### config.mk
export PLATFORM = sky130hd
export DESIGN_NAME = rv_decode
export DESIGN_NICKNAME = d
export VERILOG_FILES = /design/src/rv_decode_pkg.sv /design/src/pc_cir_ctrl.sv /design/src/imm_gen.sv /design/src/instr_decoder.sv /design/src/rv_decode.sv
export SDC_FILE = /design/constraint.sdc
export NUM_CORES = 1
export LEC_CHECK = 0
export ABC_AREA = 1
export BUFFER_PORTS_ARGS = -buffer_cell sky130_fd_sc_hd__buf_2
export CAP_MARGIN = 20
export CORE_ASPECT_RATIO = 0.8
export CORE_MARGIN = 8
export CORE_UTILIZATION = 48
export CTS_BUF_LIST = sky130_fd_sc_hd__clkbuf_8
export DETAILED_ROUTE_END_ITERATION = 16
export PLACE_DENSITY = 0.84
export SLEW_MARGIN = 20
export SYNTH_ARGS = -nofsm -noshare
export SYNTH_HDL_FRONTEND = slang
export SYNTH_SLANG_ARGS = --single-unit
export TNS_END_PERCENT = 1
### constraint.sdc
create_clock -name clk -period 1.8 [get_ports clk]
set_input_delay 0.09 -clock clk [delete_from_list [all_inputs] [get_ports clk]]
set_output_delay 0.09 -clock clk [all_outputs]
set_load 0.005 [all_outputs]
### src/rv_decode_pkg.sv
// RV32I base set only: every instruction is 32 bits, no CSRs, no compressed or extension opcodes
package rv_decode_pkg;

	// ----------------------------------------------------------------------
	// Widths and fixed values
	// ----------------------------------------------------------------------

	localparam int unsigned XLEN  = 32;
	localparam int unsigned REG_W = 5;

	typedef logic [XLEN-1:0]  addr_t;
	typedef logic [REG_W-1:0] reg_idx_t;

	localparam addr_t RESET_VECTOR = 32'h0000_0040;
	// Both the sequential PC step and the link value, since every instruction is one word
	localparam addr_t INSTR_STEP   = 32'h0000_0004;

	// ----------------------------------------------------------------------
	// Instruction word views
	// ----------------------------------------------------------------------

	typedef struct packed {
		logic [6:0] funct7;
		reg_idx_t   rs2;
		reg_idx_t   rs1;
		logic [2:0] funct3;
		reg_idx_t   rd;
		logic [6:0] opcode;
	} r_fmt_t;

	typedef struct packed {
		logic [11:0] imm12;
		reg_idx_t    rs1;
		logic [2:0]  funct3;
		reg_idx_t    rd;
		logic [6:0]  opcode;
	} i_fmt_t;

	typedef struct packed {
		logic [19:0] imm20;
		reg_idx_t    rd;
		logic [6:0]  opcode;
	} u_fmt_t;

	typedef union packed {
		r_fmt_t r_fmt;
		i_fmt_t i_fmt;
		u_fmt_t u_fmt;
	} rv_instr_u;

	// Major opcodes, including the two always-set low bits
	localparam logic [6:0] OPC_LOAD     = 7'b0000011;
	localparam logic [6:0] OPC_MISC_MEM = 7'b0001111;
	localparam logic [6:0] OPC_OP_IMM   = 7'b0010011;
	localparam logic [6:0] OPC_AUIPC    = 7'b0010111;
	localparam logic [6:0] OPC_STORE    = 7'b0100011;
	localparam logic [6:0] OPC_OP       = 7'b0110011;
	localparam logic [6:0] OPC_LUI      = 7'b0110111;
	localparam logic [6:0] OPC_BRANCH   = 7'b1100011;
	localparam logic [6:0] OPC_JALR     = 7'b1100111;
	localparam logic [6:0] OPC_JAL      = 7'b1101111;
	localparam logic [6:0] OPC_SYSTEM   = 7'b1110011;

	// funct7 of the plain and the alternate (SUB, SRA) ALU forms
	localparam logic [6:0] FUNCT7_BASE = 7'b0000000;
	localparam logic [6:0] FUNCT7_ALT  = 7'b0100000;

	// SYSTEM instructions are told apart by the I-type immediate
	localparam logic [11:0] IMM12_ECALL  = 12'h000;
	localparam logic [11:0] IMM12_EBREAK = 12'h001;
	localparam logic [11:0] IMM12_MRET   = 12'h302;

	// ----------------------------------------------------------------------
	// Execute-stage control encodings
	// ----------------------------------------------------------------------

	typedef enum logic {ALUSRC_A_RS1 = 1'b0, ALUSRC_A_PC  = 1'b1} alusrc_a_e;
	typedef enum logic {ALUSRC_B_RS2 = 1'b0, ALUSRC_B_IMM = 1'b1} alusrc_b_e;

	typedef enum logic [3:0] {
		ALUOP_ADD = 4'd0, ALUOP_SUB = 4'd1, ALUOP_SLL = 4'd2, ALUOP_LT  = 4'd3,
		ALUOP_LTU = 4'd4, ALUOP_XOR = 4'd5, ALUOP_SRL = 4'd6, ALUOP_SRA = 4'd7,
		ALUOP_OR  = 4'd8, ALUOP_AND = 4'd9, ALUOP_RS2 = 4'd10
	} aluop_e;

	typedef enum logic [3:0] {
		MEMOP_NONE = 4'd0, MEMOP_LB  = 4'd1, MEMOP_LH  = 4'd2, MEMOP_LW = 4'd3,
		MEMOP_LBU  = 4'd4, MEMOP_LHU = 4'd5, MEMOP_SB  = 4'd6, MEMOP_SH = 4'd7,
		MEMOP_SW   = 4'd8
	} memop_e;

	typedef enum logic [1:0] {
		BCOND_NEVER = 2'd0, BCOND_ALWAYS = 2'd1, BCOND_ZERO = 2'd2, BCOND_NZERO = 2'd3
	} bcond_e;

	typedef enum logic [2:0] {
		EXCEPT_NONE    = 3'd0, EXCEPT_INSTR_FAULT = 3'd1, EXCEPT_INSTR_ILLEGAL = 3'd2,
		EXCEPT_ECALL_M = 3'd3, EXCEPT_ECALL_U     = 3'd4, EXCEPT_EBREAK        = 3'd5,
		EXCEPT_MRET    = 3'd6
	} except_e;

endpackage

### src/pc_cir_ctrl.sv
// cir_vld_i counts valid halfwords (0 to 2); the PC only ever steps by one word or loads a jump target
module pc_cir_ctrl
	import rv_decode_pkg::*;
(
	input  logic       clk,
	input  logic       rst_n,
	input  logic [1:0] cir_vld_i,
	input  logic [1:0] cir_err_i,
	input  logic       x_stall_i,
	input  logic       jump_now_i,
	input  logic       jump_not_except_i,
	input  addr_t      jump_target_i,
	output addr_t      pc_o,
	output logic [1:0] cir_use_o,
	output logic       cir_flush_behind_o,
	output logic       starved_o,
	output logic       bus_fault_o,
	output logic       lock_prev_o
);

logic  starved;
logic  stall;
logic  jump_by_d;
logic  assert_lock;
logic  lock;
logic  lock_prev;
addr_t pc;

// ----------------------------------------------------------------------
// Stall and fetch fault
// ----------------------------------------------------------------------

// A full instruction needs both halfwords of the CIR
assign starved = cir_vld_i < 2'd2;
assign stall   = x_stall_i || starved;

// An error flag only counts for a halfword that is actually valid
assign bus_fault_o = (cir_vld_i > 2'd0 && cir_err_i[0]) ||
	(cir_vld_i > 2'd1 && cir_err_i[1]);

assign cir_use_o = stall ? 2'd0 : 2'd2;
assign starved_o = starved;

// ----------------------------------------------------------------------
// CIR lock
// ----------------------------------------------------------------------

// When this instruction's jump goes out while decode is stalled, the
// frontend must keep the CIR and refill behind it, so the instruction can
// finish its remaining work (the link write) once the stall clears
assign jump_by_d   = jump_now_i && jump_not_except_i;
assign assert_lock = jump_by_d && stall;
assign lock        = (lock_prev && stall) || assert_lock;

assign cir_flush_behind_o = assert_lock && !lock_prev;
assign lock_prev_o        = lock_prev;

always_ff @(posedge clk or negedge rst_n) begin
	if (!rst_n) begin
		lock_prev <= 1'b0;
	end else begin
		lock_prev <= lock;
	end
end

// ----------------------------------------------------------------------
// PC sequencing
// ----------------------------------------------------------------------

// On lock release the PC picks up the target that was issued while stalled
always_ff @(posedge clk or negedge rst_n) begin
	if (!rst_n) begin
		pc <= RESET_VECTOR;
	end else if ((jump_now_i && !assert_lock) || (lock_prev && !stall)) begin
		pc <= jump_target_i;
	end else if (!stall && !lock) begin
		pc <= pc + INSTR_STEP;
	end
end

assign pc_o = pc;

endmodule

### src/imm_gen.sv
// Purely combinational; selection looks at the opcode only, so illegal words still yield some immediate
module imm_gen
	import rv_decode_pkg::*;
(
	input  rv_instr_u instr_i,
	output addr_t     imm_o,
	output addr_t     addr_offs_o
);

logic [XLEN-1:0] word;
logic [6:0]      opcode;
addr_t           imm_i;
addr_t           imm_s;
addr_t           imm_b;
addr_t           imm_u;
addr_t           imm_j;

assign word   = instr_i;
assign opcode = instr_i.r_fmt.opcode;

// ----------------------------------------------------------------------
// Immediate formats
// ----------------------------------------------------------------------

assign imm_i = {{20{instr_i.i_fmt.imm12[11]}}, instr_i.i_fmt.imm12};
assign imm_s = {{21{word[31]}}, word[30:25], word[11:7]};
// B and J keep bit 0 clear since targets are halfword aligned
assign imm_b = {{20{word[31]}}, word[7], word[30:25], word[11:8], 1'b0};
assign imm_u = {instr_i.u_fmt.imm20, 12'h000};
assign imm_j = {{12{word[31]}}, word[19:12], word[20], word[30:21], 1'b0};

// ----------------------------------------------------------------------
// Selection
// ----------------------------------------------------------------------

// Jumps put the link value on the operand path, PC + INSTR_STEP
always_comb begin
	case (opcode)
		OPC_LUI, OPC_AUIPC: imm_o = imm_u;
		OPC_JAL, OPC_JALR:  imm_o = INSTR_STEP;
		default:            imm_o = imm_i;
	endcase
end

// The address adder works beside the ALU
always_comb begin
	case (opcode)
		OPC_JAL:            addr_offs_o = imm_j;
		OPC_BRANCH:         addr_offs_o = imm_b;
		OPC_STORE:          addr_offs_o = imm_s;
		OPC_JALR, OPC_LOAD: addr_offs_o = imm_i;
		default:            addr_offs_o = '0;
	endcase
end

endmodule

### src/instr_decoder.sv
// Decodes RV32I plus ECALL, EBREAK and MRET; any other encoding, CSR ops included, raises illegal
module instr_decoder
	import rv_decode_pkg::*;
(
	input  rv_instr_u instr_i,
	input  logic      m_mode_i,
	input  logic      starved_i,
	input  logic      bus_fault_i,
	input  logic      lock_prev_i,
	output reg_idx_t  rs1_o,
	output reg_idx_t  rs2_o,
	output reg_idx_t  rd_o,
	output alusrc_a_e alusrc_a_o,
	output alusrc_b_e alusrc_b_o,
	output aluop_e    aluop_o,
	output memop_e    memop_o,
	output bcond_e    branchcond_o,
	output logic      addr_is_regoffs_o,
	output except_e   except_o
);

logic [6:0]  opcode;
logic [2:0]  funct3;
logic [6:0]  funct7;
logic [11:0] imm12;
logic        fixed_zero;
logic        illegal;

assign opcode = instr_i.r_fmt.opcode;
assign funct3 = instr_i.r_fmt.funct3;
assign funct7 = instr_i.r_fmt.funct7;
assign imm12  = instr_i.i_fmt.imm12;

// FENCE and SYSTEM words carry zero rs1, funct3 and rd
assign fixed_zero = instr_i.i_fmt.rs1 == '0 && funct3 == 3'b000 && instr_i.i_fmt.rd == '0;

// The alternate bit only matters for funct3 000 (SUB) and 101 (SRA)
function automatic aluop_e alu_by_funct3(input logic [2:0] f3, input logic alt);
	case (f3)
		3'b000:  return alt ? ALUOP_SUB : ALUOP_ADD;
		3'b001:  return ALUOP_SLL;
		3'b010:  return ALUOP_LT;
		3'b011:  return ALUOP_LTU;
		3'b100:  return ALUOP_XOR;
		3'b101:  return alt ? ALUOP_SRA : ALUOP_SRL;
		3'b110:  return ALUOP_OR;
		default: return ALUOP_AND;
	endcase
endfunction

// ----------------------------------------------------------------------
// Execute controls
// ----------------------------------------------------------------------

always_comb begin
	rs1_o             = instr_i.r_fmt.rs1;
	rs2_o             = instr_i.r_fmt.rs2;
	rd_o              = instr_i.r_fmt.rd;
	alusrc_a_o        = ALUSRC_A_RS1;
	alusrc_b_o        = ALUSRC_B_RS2;
	aluop_o           = ALUOP_ADD;
	memop_o           = MEMOP_NONE;
	branchcond_o      = BCOND_NEVER;
	addr_is_regoffs_o = 1'b0;
	except_o          = EXCEPT_NONE;
	illegal           = 1'b0;

	case (opcode)
		OPC_BRANCH: begin
			rd_o = '0;
			// Bit 0 inverts the sense, bits 2:1 pick the comparison
			case (funct3[2:1])
				2'b00:   aluop_o = ALUOP_SUB;
				2'b10:   aluop_o = ALUOP_LT;
				2'b11:   aluop_o = ALUOP_LTU;
				default: illegal = 1'b1;
			endcase
			// BEQ and BNE compare by subtraction, so for them the sense flips
			if (funct3[2:1] == 2'b00) begin
				branchcond_o = funct3[0] ? BCOND_NZERO : BCOND_ZERO;
			end else begin
				branchcond_o = funct3[0] ? BCOND_ZERO : BCOND_NZERO;
			end
		end
		OPC_JAL: begin
			rs1_o        = '0;
			rs2_o        = '0;
			alusrc_a_o   = ALUSRC_A_PC;
			alusrc_b_o   = ALUSRC_B_IMM;
			branchcond_o = BCOND_ALWAYS;
		end
		OPC_JALR: begin
			rs2_o             = '0;
			alusrc_a_o        = ALUSRC_A_PC;
			alusrc_b_o        = ALUSRC_B_IMM;
			branchcond_o      = BCOND_ALWAYS;
			addr_is_regoffs_o = 1'b1;
			illegal           = funct3 != 3'b000;
		end
		OPC_LUI: begin
			rs1_o      = '0;
			rs2_o      = '0;
			aluop_o    = ALUOP_RS2;
			alusrc_b_o = ALUSRC_B_IMM;
		end
		OPC_AUIPC: begin
			rs1_o      = '0;
			rs2_o      = '0;
			alusrc_a_o = ALUSRC_A_PC;
			alusrc_b_o = ALUSRC_B_IMM;
		end
		OPC_OP_IMM: begin
			rs2_o      = '0;
			alusrc_b_o = ALUSRC_B_IMM;
			aluop_o    = alu_by_funct3(funct3, funct3 == 3'b101 && funct7 == FUNCT7_ALT);
			// Shift amounts leave only funct7 in the upper immediate bits
			if (funct3 == 3'b001) begin
				illegal = funct7 != FUNCT7_BASE;
			end else if (funct3 == 3'b101) begin
				illegal = funct7 != FUNCT7_BASE && funct7 != FUNCT7_ALT;
			end
		end
		OPC_OP: begin
			aluop_o = alu_by_funct3(funct3, funct7 == FUNCT7_ALT);
			if (funct7 == FUNCT7_ALT) begin
				illegal = funct3 != 3'b000 && funct3 != 3'b101;
			end else begin
				illegal = funct7 != FUNCT7_BASE;
			end
		end
		OPC_LOAD: begin
			rs2_o             = '0;
			addr_is_regoffs_o = 1'b1;
			case (funct3)
				3'b000:  memop_o = MEMOP_LB;
				3'b001:  memop_o = MEMOP_LH;
				3'b010:  memop_o = MEMOP_LW;
				3'b100:  memop_o = MEMOP_LBU;
				3'b101:  memop_o = MEMOP_LHU;
				default: illegal = 1'b1;
			endcase
		end
		OPC_STORE: begin
			rd_o              = '0;
			aluop_o           = ALUOP_RS2;
			addr_is_regoffs_o = 1'b1;
			case (funct3)
				3'b000:  memop_o = MEMOP_SB;
				3'b001:  memop_o = MEMOP_SH;
				3'b010:  memop_o = MEMOP_SW;
				default: illegal = 1'b1;
			endcase
		end
		OPC_MISC_MEM: begin
			// FENCE has nothing to order in this core and passes as a no-op
			rs2_o   = '0;
			illegal = !fixed_zero;
		end
		OPC_SYSTEM: begin
			rs1_o = '0;
			rs2_o = '0;
			rd_o  = '0;
			if (!fixed_zero) begin
				illegal = 1'b1;
			end else if (imm12 == IMM12_ECALL) begin
				except_o = m_mode_i ? EXCEPT_ECALL_M : EXCEPT_ECALL_U;
			end else if (imm12 == IMM12_EBREAK) begin
				except_o = EXCEPT_EBREAK;
			end else if (imm12 == IMM12_MRET && m_mode_i) begin
				except_o = EXCEPT_MRET;
			end else begin
				illegal = 1'b1;
			end
		end
		default: illegal = 1'b1;
	endcase

	// Squash anything that must not reach execute; a fetch fault wins over illegal
	if (illegal || starved_i || bus_fault_i) begin
		rs1_o        = '0;
		rs2_o        = '0;
		rd_o         = '0;
		memop_o      = MEMOP_NONE;
		branchcond_o = BCOND_NEVER;
		aluop_o      = ALUOP_ADD;
		if (bus_fault_i) begin
			except_o = EXCEPT_INSTR_FAULT;
		end else if (illegal && !starved_i) begin
			except_o = EXCEPT_INSTR_ILLEGAL;
		end else begin
			except_o = EXCEPT_NONE;
		end
	end
	// A locked CIR has already issued its jump
	if (lock_prev_i) begin
		branchcond_o = BCOND_NEVER;
	end
end

endmodule

### src/rv_decode.sv
// Single instruction in decode, no pipelining; all decode outputs are combinational, pc_o is registered
module rv_decode
	import rv_decode_pkg::*;
(
	input  logic       clk,
	input  logic       rst_n,

	// Fetch buffer side
	input  logic [31:0] cir_i,
	input  logic [1:0]  cir_err_i,
	input  logic [1:0]  cir_vld_i,
	output logic [1:0]  cir_use_o,
	output logic        cir_flush_behind_o,
	output addr_t       pc_o,

	input  logic        m_mode_i,

	// Execute side
	output logic        starved_o,
	input  logic        x_stall_i,
	input  logic        jump_now_i,
	input  addr_t       jump_target_i,
	input  logic        jump_not_except_i,

	output addr_t       imm_o,
	output reg_idx_t    rs1_o,
	output reg_idx_t    rs2_o,
	output reg_idx_t    rd_o,
	output alusrc_a_e   alusrc_a_o,
	output alusrc_b_e   alusrc_b_o,
	output aluop_e      aluop_o,
	output memop_e      memop_o,
	output bcond_e      branchcond_o,
	output addr_t       addr_offs_o,
	output logic        addr_is_regoffs_o,
	output except_e     except_o
);

rv_instr_u instr;
logic      starved;
logic      bus_fault;
logic      lock_prev;

assign instr     = rv_instr_u'(cir_i);
assign starved_o = starved;

// ----------------------------------------------------------------------
// PC and CIR control
// ----------------------------------------------------------------------

pc_cir_ctrl i_pc_cir_ctrl (
	.clk                (clk),
	.rst_n              (rst_n),
	.cir_vld_i          (cir_vld_i),
	.cir_err_i          (cir_err_i),
	.x_stall_i          (x_stall_i),
	.jump_now_i         (jump_now_i),
	.jump_not_except_i  (jump_not_except_i),
	.jump_target_i      (jump_target_i),
	.pc_o               (pc_o),
	.cir_use_o          (cir_use_o),
	.cir_flush_behind_o (cir_flush_behind_o),
	.starved_o          (starved),
	.bus_fault_o        (bus_fault),
	.lock_prev_o        (lock_prev)
);

// ----------------------------------------------------------------------
// Immediates and execute controls
// ----------------------------------------------------------------------

imm_gen i_imm_gen (
	.instr_i     (instr),
	.imm_o       (imm_o),
	.addr_offs_o (addr_offs_o)
);

instr_decoder i_instr_decoder (
	.instr_i           (instr),
	.m_mode_i          (m_mode_i),
	.starved_i         (starved),
	.bus_fault_i       (bus_fault),
	.lock_prev_i       (lock_prev),
	.rs1_o             (rs1_o),
	.rs2_o             (rs2_o),
	.rd_o              (rd_o),
	.alusrc_a_o        (alusrc_a_o),
	.alusrc_b_o        (alusrc_b_o),
	.aluop_o           (aluop_o),
	.memop_o           (memop_o),
	.branchcond_o      (branchcond_o),
	.addr_is_regoffs_o (addr_is_regoffs_o),
	.except_o          (except_o)
);

endmodule

; ---- Word-level counts from Yosys, hierarchy flattened
; Index checks and enable logic that the tools add are counted.
[word_totals]
ff_bits = 33
output_inout_bits = 131
[classes]
addsub = 1
magnitude_cmp = 3
eq_ne = 24
n_mux = 53
n_reduce_logical = 50
[ops]
columns = op, n
row1 = $pmux 32 s4, 1
row2 = $mux 32, 2
row3 = $pmux 32 s2, 1
row4 = $pmux 4 s7, 2
row5 = $add 32x3->32 const B, 1
row6 = $mux 5, 6
row7 = $eq 7x6->1 const B, 4
row8 = $eq 7x7->1 const B, 4
row9 = $mux 3, 8
row10 = $mux 1, 19
row11 = $reduce_or 3->1, 6
row12 = $logic_and 1x1->1, 16
row13 = $pmux 4 s4, 1
row14 = $pmux 3 s5, 1
row15 = $eq 7x5->1 const B, 2
row16 = $eq 12x1->1 const B, 1
row17 = $eq 12x10->1 const B, 1
row18 = $logic_not 12->1, 1
row19 = $pmux 4 s3, 1
row20 = $logic_not 5->1, 2
row21 = $mux 2, 5
row22 = $reduce_or 5->1, 2
row23 = $eq 3x3->1 const B, 3
row24 = $pmux 1 s9, 1
row25 = 23 further kinds, 40

; ---- Longest topological paths before layout
[depth]
depth_word = 11
ltp_mapped = 14

; ---- Cells and area by module
; A second synthesis with hierarchy kept.
[hier_totals]
hier_cells = 834
hier_area_um2 = 4718.3
[by_module_without_submodules]
columns = module, n_inst, cells_per_inst, area_each_um2, seq_area_each_um2
row1 = pc_cir_ctrl, 1, 400, 2533.7, 827.0
row2 = instr_decoder, 1, 222, 1098.6, 0.0
row3 = imm_gen, 1, 212, 1086.0, 0.0

; ---- Worst setup path before layout
; Ideal clock, no wire load.
[synth_timing]
path_type = register -> register
start = reg i_pc_cir_ctrl.pc[2] (netlist: i_pc_cir_ctrl.pc_o[2])
end = reg i_pc_cir_ctrl.pc[22] (netlist: i_pc_cir_ctrl.pc_o[22])
t_arrival_ns = 1.589
required_ns = 1.670
path_slack_ns = 0.081
path_stages_with_launch = 11
path_buffers = 0
period_less_slack_ns = 1.719
cell_sequence = dfrtp_1 > ha_1 > nand2_1 > nor2_1 > nand3_1 > inv_2 > nand2_1 > nor2_1 > nand2_1 > o22ai_1 > a21boi_1
[synth_via]
elab_chain_cells = 3
[synth_rtl]
columns = item, line_no
row1 = from (decl), pc_cir_ctrl.sv:27  ; addr_t pc;
row2 = from (signal assigned), pc_cir_ctrl.sv:75  ; pc <= jump_target_i;
row3 = from (signal assigned), pc_cir_ctrl.sv:77  ; pc <= pc + INSTR_STEP;
row4 = $add 32x3->32, pc_cir_ctrl.sv:77
row5 = $mux 32, pc_cir_ctrl.sv:76  ; end else if (!stall && !lock) begin
row6 = $mux 32, pc_cir_ctrl.sv:74  ; end else if ((jump_now_i && !assert_lock) || (lock_prev && !stall)) begin
; Every way passes these cells. The select of a mux whose other input is x is not followed.
; A chain may end at the register's enable or synchronous reset.

; ---- Final worst setup path
[layout_timing]
start = in cir_i[1]
end = out aluop_o[3]
[layout_via]
elab_chain_cells = 6
[layout_rtl]
columns = item, line_no
row1 = from (decl), rv_decode.sv:9  ; input logic [31:0] cir_i,
row2 = $eq 7x6->1 (tied with other cells), instr_decoder.sv:68  ; case (opcode)
row3 = $reduce_or 3->1 (no line), -
row4 = $pmux 1 s9, instr_decoder.sv:68
row5 = $logic_or 1x1->1 (2 in a row), instr_decoder.sv:179  ; if (illegal || starved_i || bus_fault_i) begin
row6 = $mux 4 *, instr_decoder.sv:179
row7 = to (decl), rv_decode.sv:31  ; output aluop_e aluop_o,
; Mark *: on every way between the ends. The rest lies on a longest branch, timed or not.

==> results.ini <==
[setup_path]
worstReg2RegStart = i_pc_cir_ctrl.pc_o[2]$_DFFE_PN0P_
critical_path_class = input port to output port
endpoint_kind = output port
path_max_fanout = 5
arrival_ps = 1620
cp.required_ps = 1710
crit_path_start = cir_i[1]
reg2reg_slack_ps = 120
critPathLaunchType = input port

[min_path]
hp-class = input port to flop
hp-start = jump_target_i[0]

[run_status]
status = finished clean

[sta]
slew_viol_final = 0
finalClockSkew_ps = 7.57
whs_ps = 6.07
min_period_ps = 1710
fin_crit_sh_pct = 94.9
max_freq_mhz = 585
max-slew-margin-rel_pct = 45.4
worstMarginPinSlew_ps = 819
worst_slack_ps = 91.8
rsz0062_at_grt = yes
setup_viol = 0
hold_viol = 0

[cts]
clk_pin_slew_ps = 70
cts_tree = built
clkSinkCount = 33
cts_root_buf = clkbuf_8
post_cts_buffers = 0
cts_buffer_depth = 2
clock_latency_ps = 290
cts_buffers = 5
h-tree-depth = 2

[route]
drtPass1Iterations = 5
ant_nets = 0
wl_per_cell_um = 15.9
via_per_inst = 5.27
drc = 0
vias = 5295
wirelength_mm = 16.0
drt_iter0_drc = 544

[synth]
syn_inst = 672
synth_edf_count = 0
seq_area_frac_synth_pct = 21.1
yosysMostFrequentCell = nand2_1
async_flop_share_pct = 100
synth.top_cell.area_share_pct = 20.4
ys_top_cells_by_count = nand2_1 (175), inv_1 (93), nor2_1 (90)
synth.top_cells.by_area = dfrtp_1 (20%), nand2_1 (17%), inv_1 (8.9%)
synth.distinct_cells = 42
yosys_register_bits = 33
synth_nets = 747
synth.cell_area_um2 = 3920
syn_avg_cell_area_um2 = 5.83
synth_top_area_cell = dfrtp_1
yosys_warnings = 0
synthFlopType = dfrtp_1

[finish]
final_cells = 1004
final_util_pct = 69.0
nNetsFinal = 970
diodes = 0
drive_gt1_share_pct = 37.4
synthToLayoutAreaGrowth_pct = 39.9

[pwr]
swShare_pct = 42.1
ir_drop_v = 0.000486
powerDensity_nw_per_um2 = 576
sequentialPowerShare_pct = 35.3
switchingPower_mw = 1.33
pwr-share-comb_pct = 44.0
power.internal_mw = 1.83
p_total_mw = 3.16
power_leakage_nw = 3.08
clockPowerShare_pct = 20.7

[grt]
overflow = 0
grt_pass1_vias = 4925
grt_pass1_wl_mm = 25.4
grt_max_degree = 34
grtUsageTotal_pct = 27.7
antenna_found_initial = 0

[flow_run]
max-cap-violations = 0

[place]
dp_cells = 993
post-place-ws_ps = -70.9
hpwl_mm = 13.1
io_buffers = 203
gp_congestion = 1.03

[floorplanning]
ios = 205
start_util_pct = 49.3
dieWidth_um = 117
fp.dieArea_um2 = 11300
core_area_um2 = 7950
rows = 29
die_h_um = 96.8

==> metrics by stage <==
stage | TNS (ps) | cell area (um^2)
2_1_floorplan | 0 | 3920
3_3_place_gp | 0 | 5220
3_5_place_dp | -168 | 5220
4_1_cts | 0 | 5350
5_1_grt | -214 | 5480
6_report | 0 | 5480
==> sequential cells by signal, indices dropped and copies added, names as in the netlist <==
| register | cells |
|---|---|
| i_pc_cir_ctrl.lock_prev_o | 1 |
| i_pc_cir_ctrl.pc_o | 32 |
==> per-layer routing <==
layer	wire, um	GRT usage, %
met5	0	0
met2	7260	42.3
met3	1480	4.97
met1	7040	39.4
met4	198	5.80
==> layout make-up <==
| type | count | area (um^2) |
|---|---|---|
| sequential | 33 | 830 |
| clock inverter | 1 | 5.00 |
| tap | 108 | 135 |
| fill | 754 | 2460 |
| multi-input combinational | 507 | 2630 |
| inverter | 100 | 375 |
| clock buffer | 7 | 96.3 |
| timing repair buffer | 248 | 1410 |
==> cells in the final DEF (no fill, tap or decap), types with 2 or more instances in the layout <==
| master | instances |
|---|---|
| buf_2 | 203 |
| nand2_1 | 169 |
| inv_1 | 92 |
| nor2_1 | 79 |
| o21ai_0 | 68 |
| buf_4 | 38 |
| nand3_1 | 37 |
| dfrtp_1 | 30 |
| nor2_4 | 28 |
| a21oi_1 | 15 |
| nor3_1 | 14 |
| nand2_2 | 14 |
| o22ai_1 | 14 |
| nand4_1 | 12 |
| nor2_2 | 9 |
| inv_2 | 8 |
| nand3_2 | 7 |
| clkbuf_8 | 7 |
| a31oi_1 | 4 |
| o211ai_1 | 4 |
| xor2_1 | 4 |
| buf_12 | 4 |
| nor3_2 | 3 |
| or2_2 | 2 |
| o22ai_2 | 2 |
| o21bai_1 | 2 |
| o21ai_1 | 2 |
| a211oi_1 | 2 |
| nand2_4 | 2 |
| dlygate4sd3_1 | 2 |
| dfrtp_2 | 2 |
==> worst max-delay path, cell delays in order <==
cell and delay [ps]:
buf_2 100, nand2_1 130, nor2_2 70, buf_2 160, nand3_1 80, nand2_1 60
nor2_1 170, nand3_2 110, nor2_4 160, buf_4 140, nand3_1 90, nor2_1 110
buf_2 140
==> kinds of logic after synthesis <==
family | share of synthesized area [%]
and+or+nand+nor | 45.4
buffers and inverters | 15.1
AOI/OAI and AO/OA | 16.9
DFF | 21.1
other | 0.0957
adders and majority gates | 0.319
xor gates and xnor gates | 1.12
==> power groups by stage <==
stage               clock network (mW)  registers [mW]  logic [mW]
CTS                              0.650            1.10        1.35
finish                           0.653            1.11        1.39
global placement                     0            1.11        1.32
floorplan                            0            1.11       0.677
detailed placement                   0            1.12        1.34
global route                     0.685            1.14        1.56
==> final timing paths <==
kind	cells after the start	endpoint
max	13	aluop_o[3]
max in group asynchronous	2	i_pc_cir_ctrl.pc_o[10]$_DFFE_PN0P_
min	3	i_pc_cir_ctrl.pc_o[0]$_DFFE_PN0P_
min reg2reg	2	i_pc_cir_ctrl.pc_o[0]$_DFFE_PN0P_
max reg2reg	10	i_pc_cir_ctrl.pc_o[18]$_DFFE_PN0P_
min in group asynchronous	2	i_pc_cir_ctrl.pc_o[22]$_DFFE_PN0P_
==> what timing repair did <==
| action | CTS | global route |
|---|---|---|
| hold endpoints to repair | 33 | 0 |
| hold buffers | 2 | 0 |
| pin swaps | 0 | 10 |
| gates resized for setup | 2 | 38 |
| endpoints found under the setup margin | 3 | 45 |
| gates cloned | 0 | 1 |
Power figures use the tool's default switching activity.
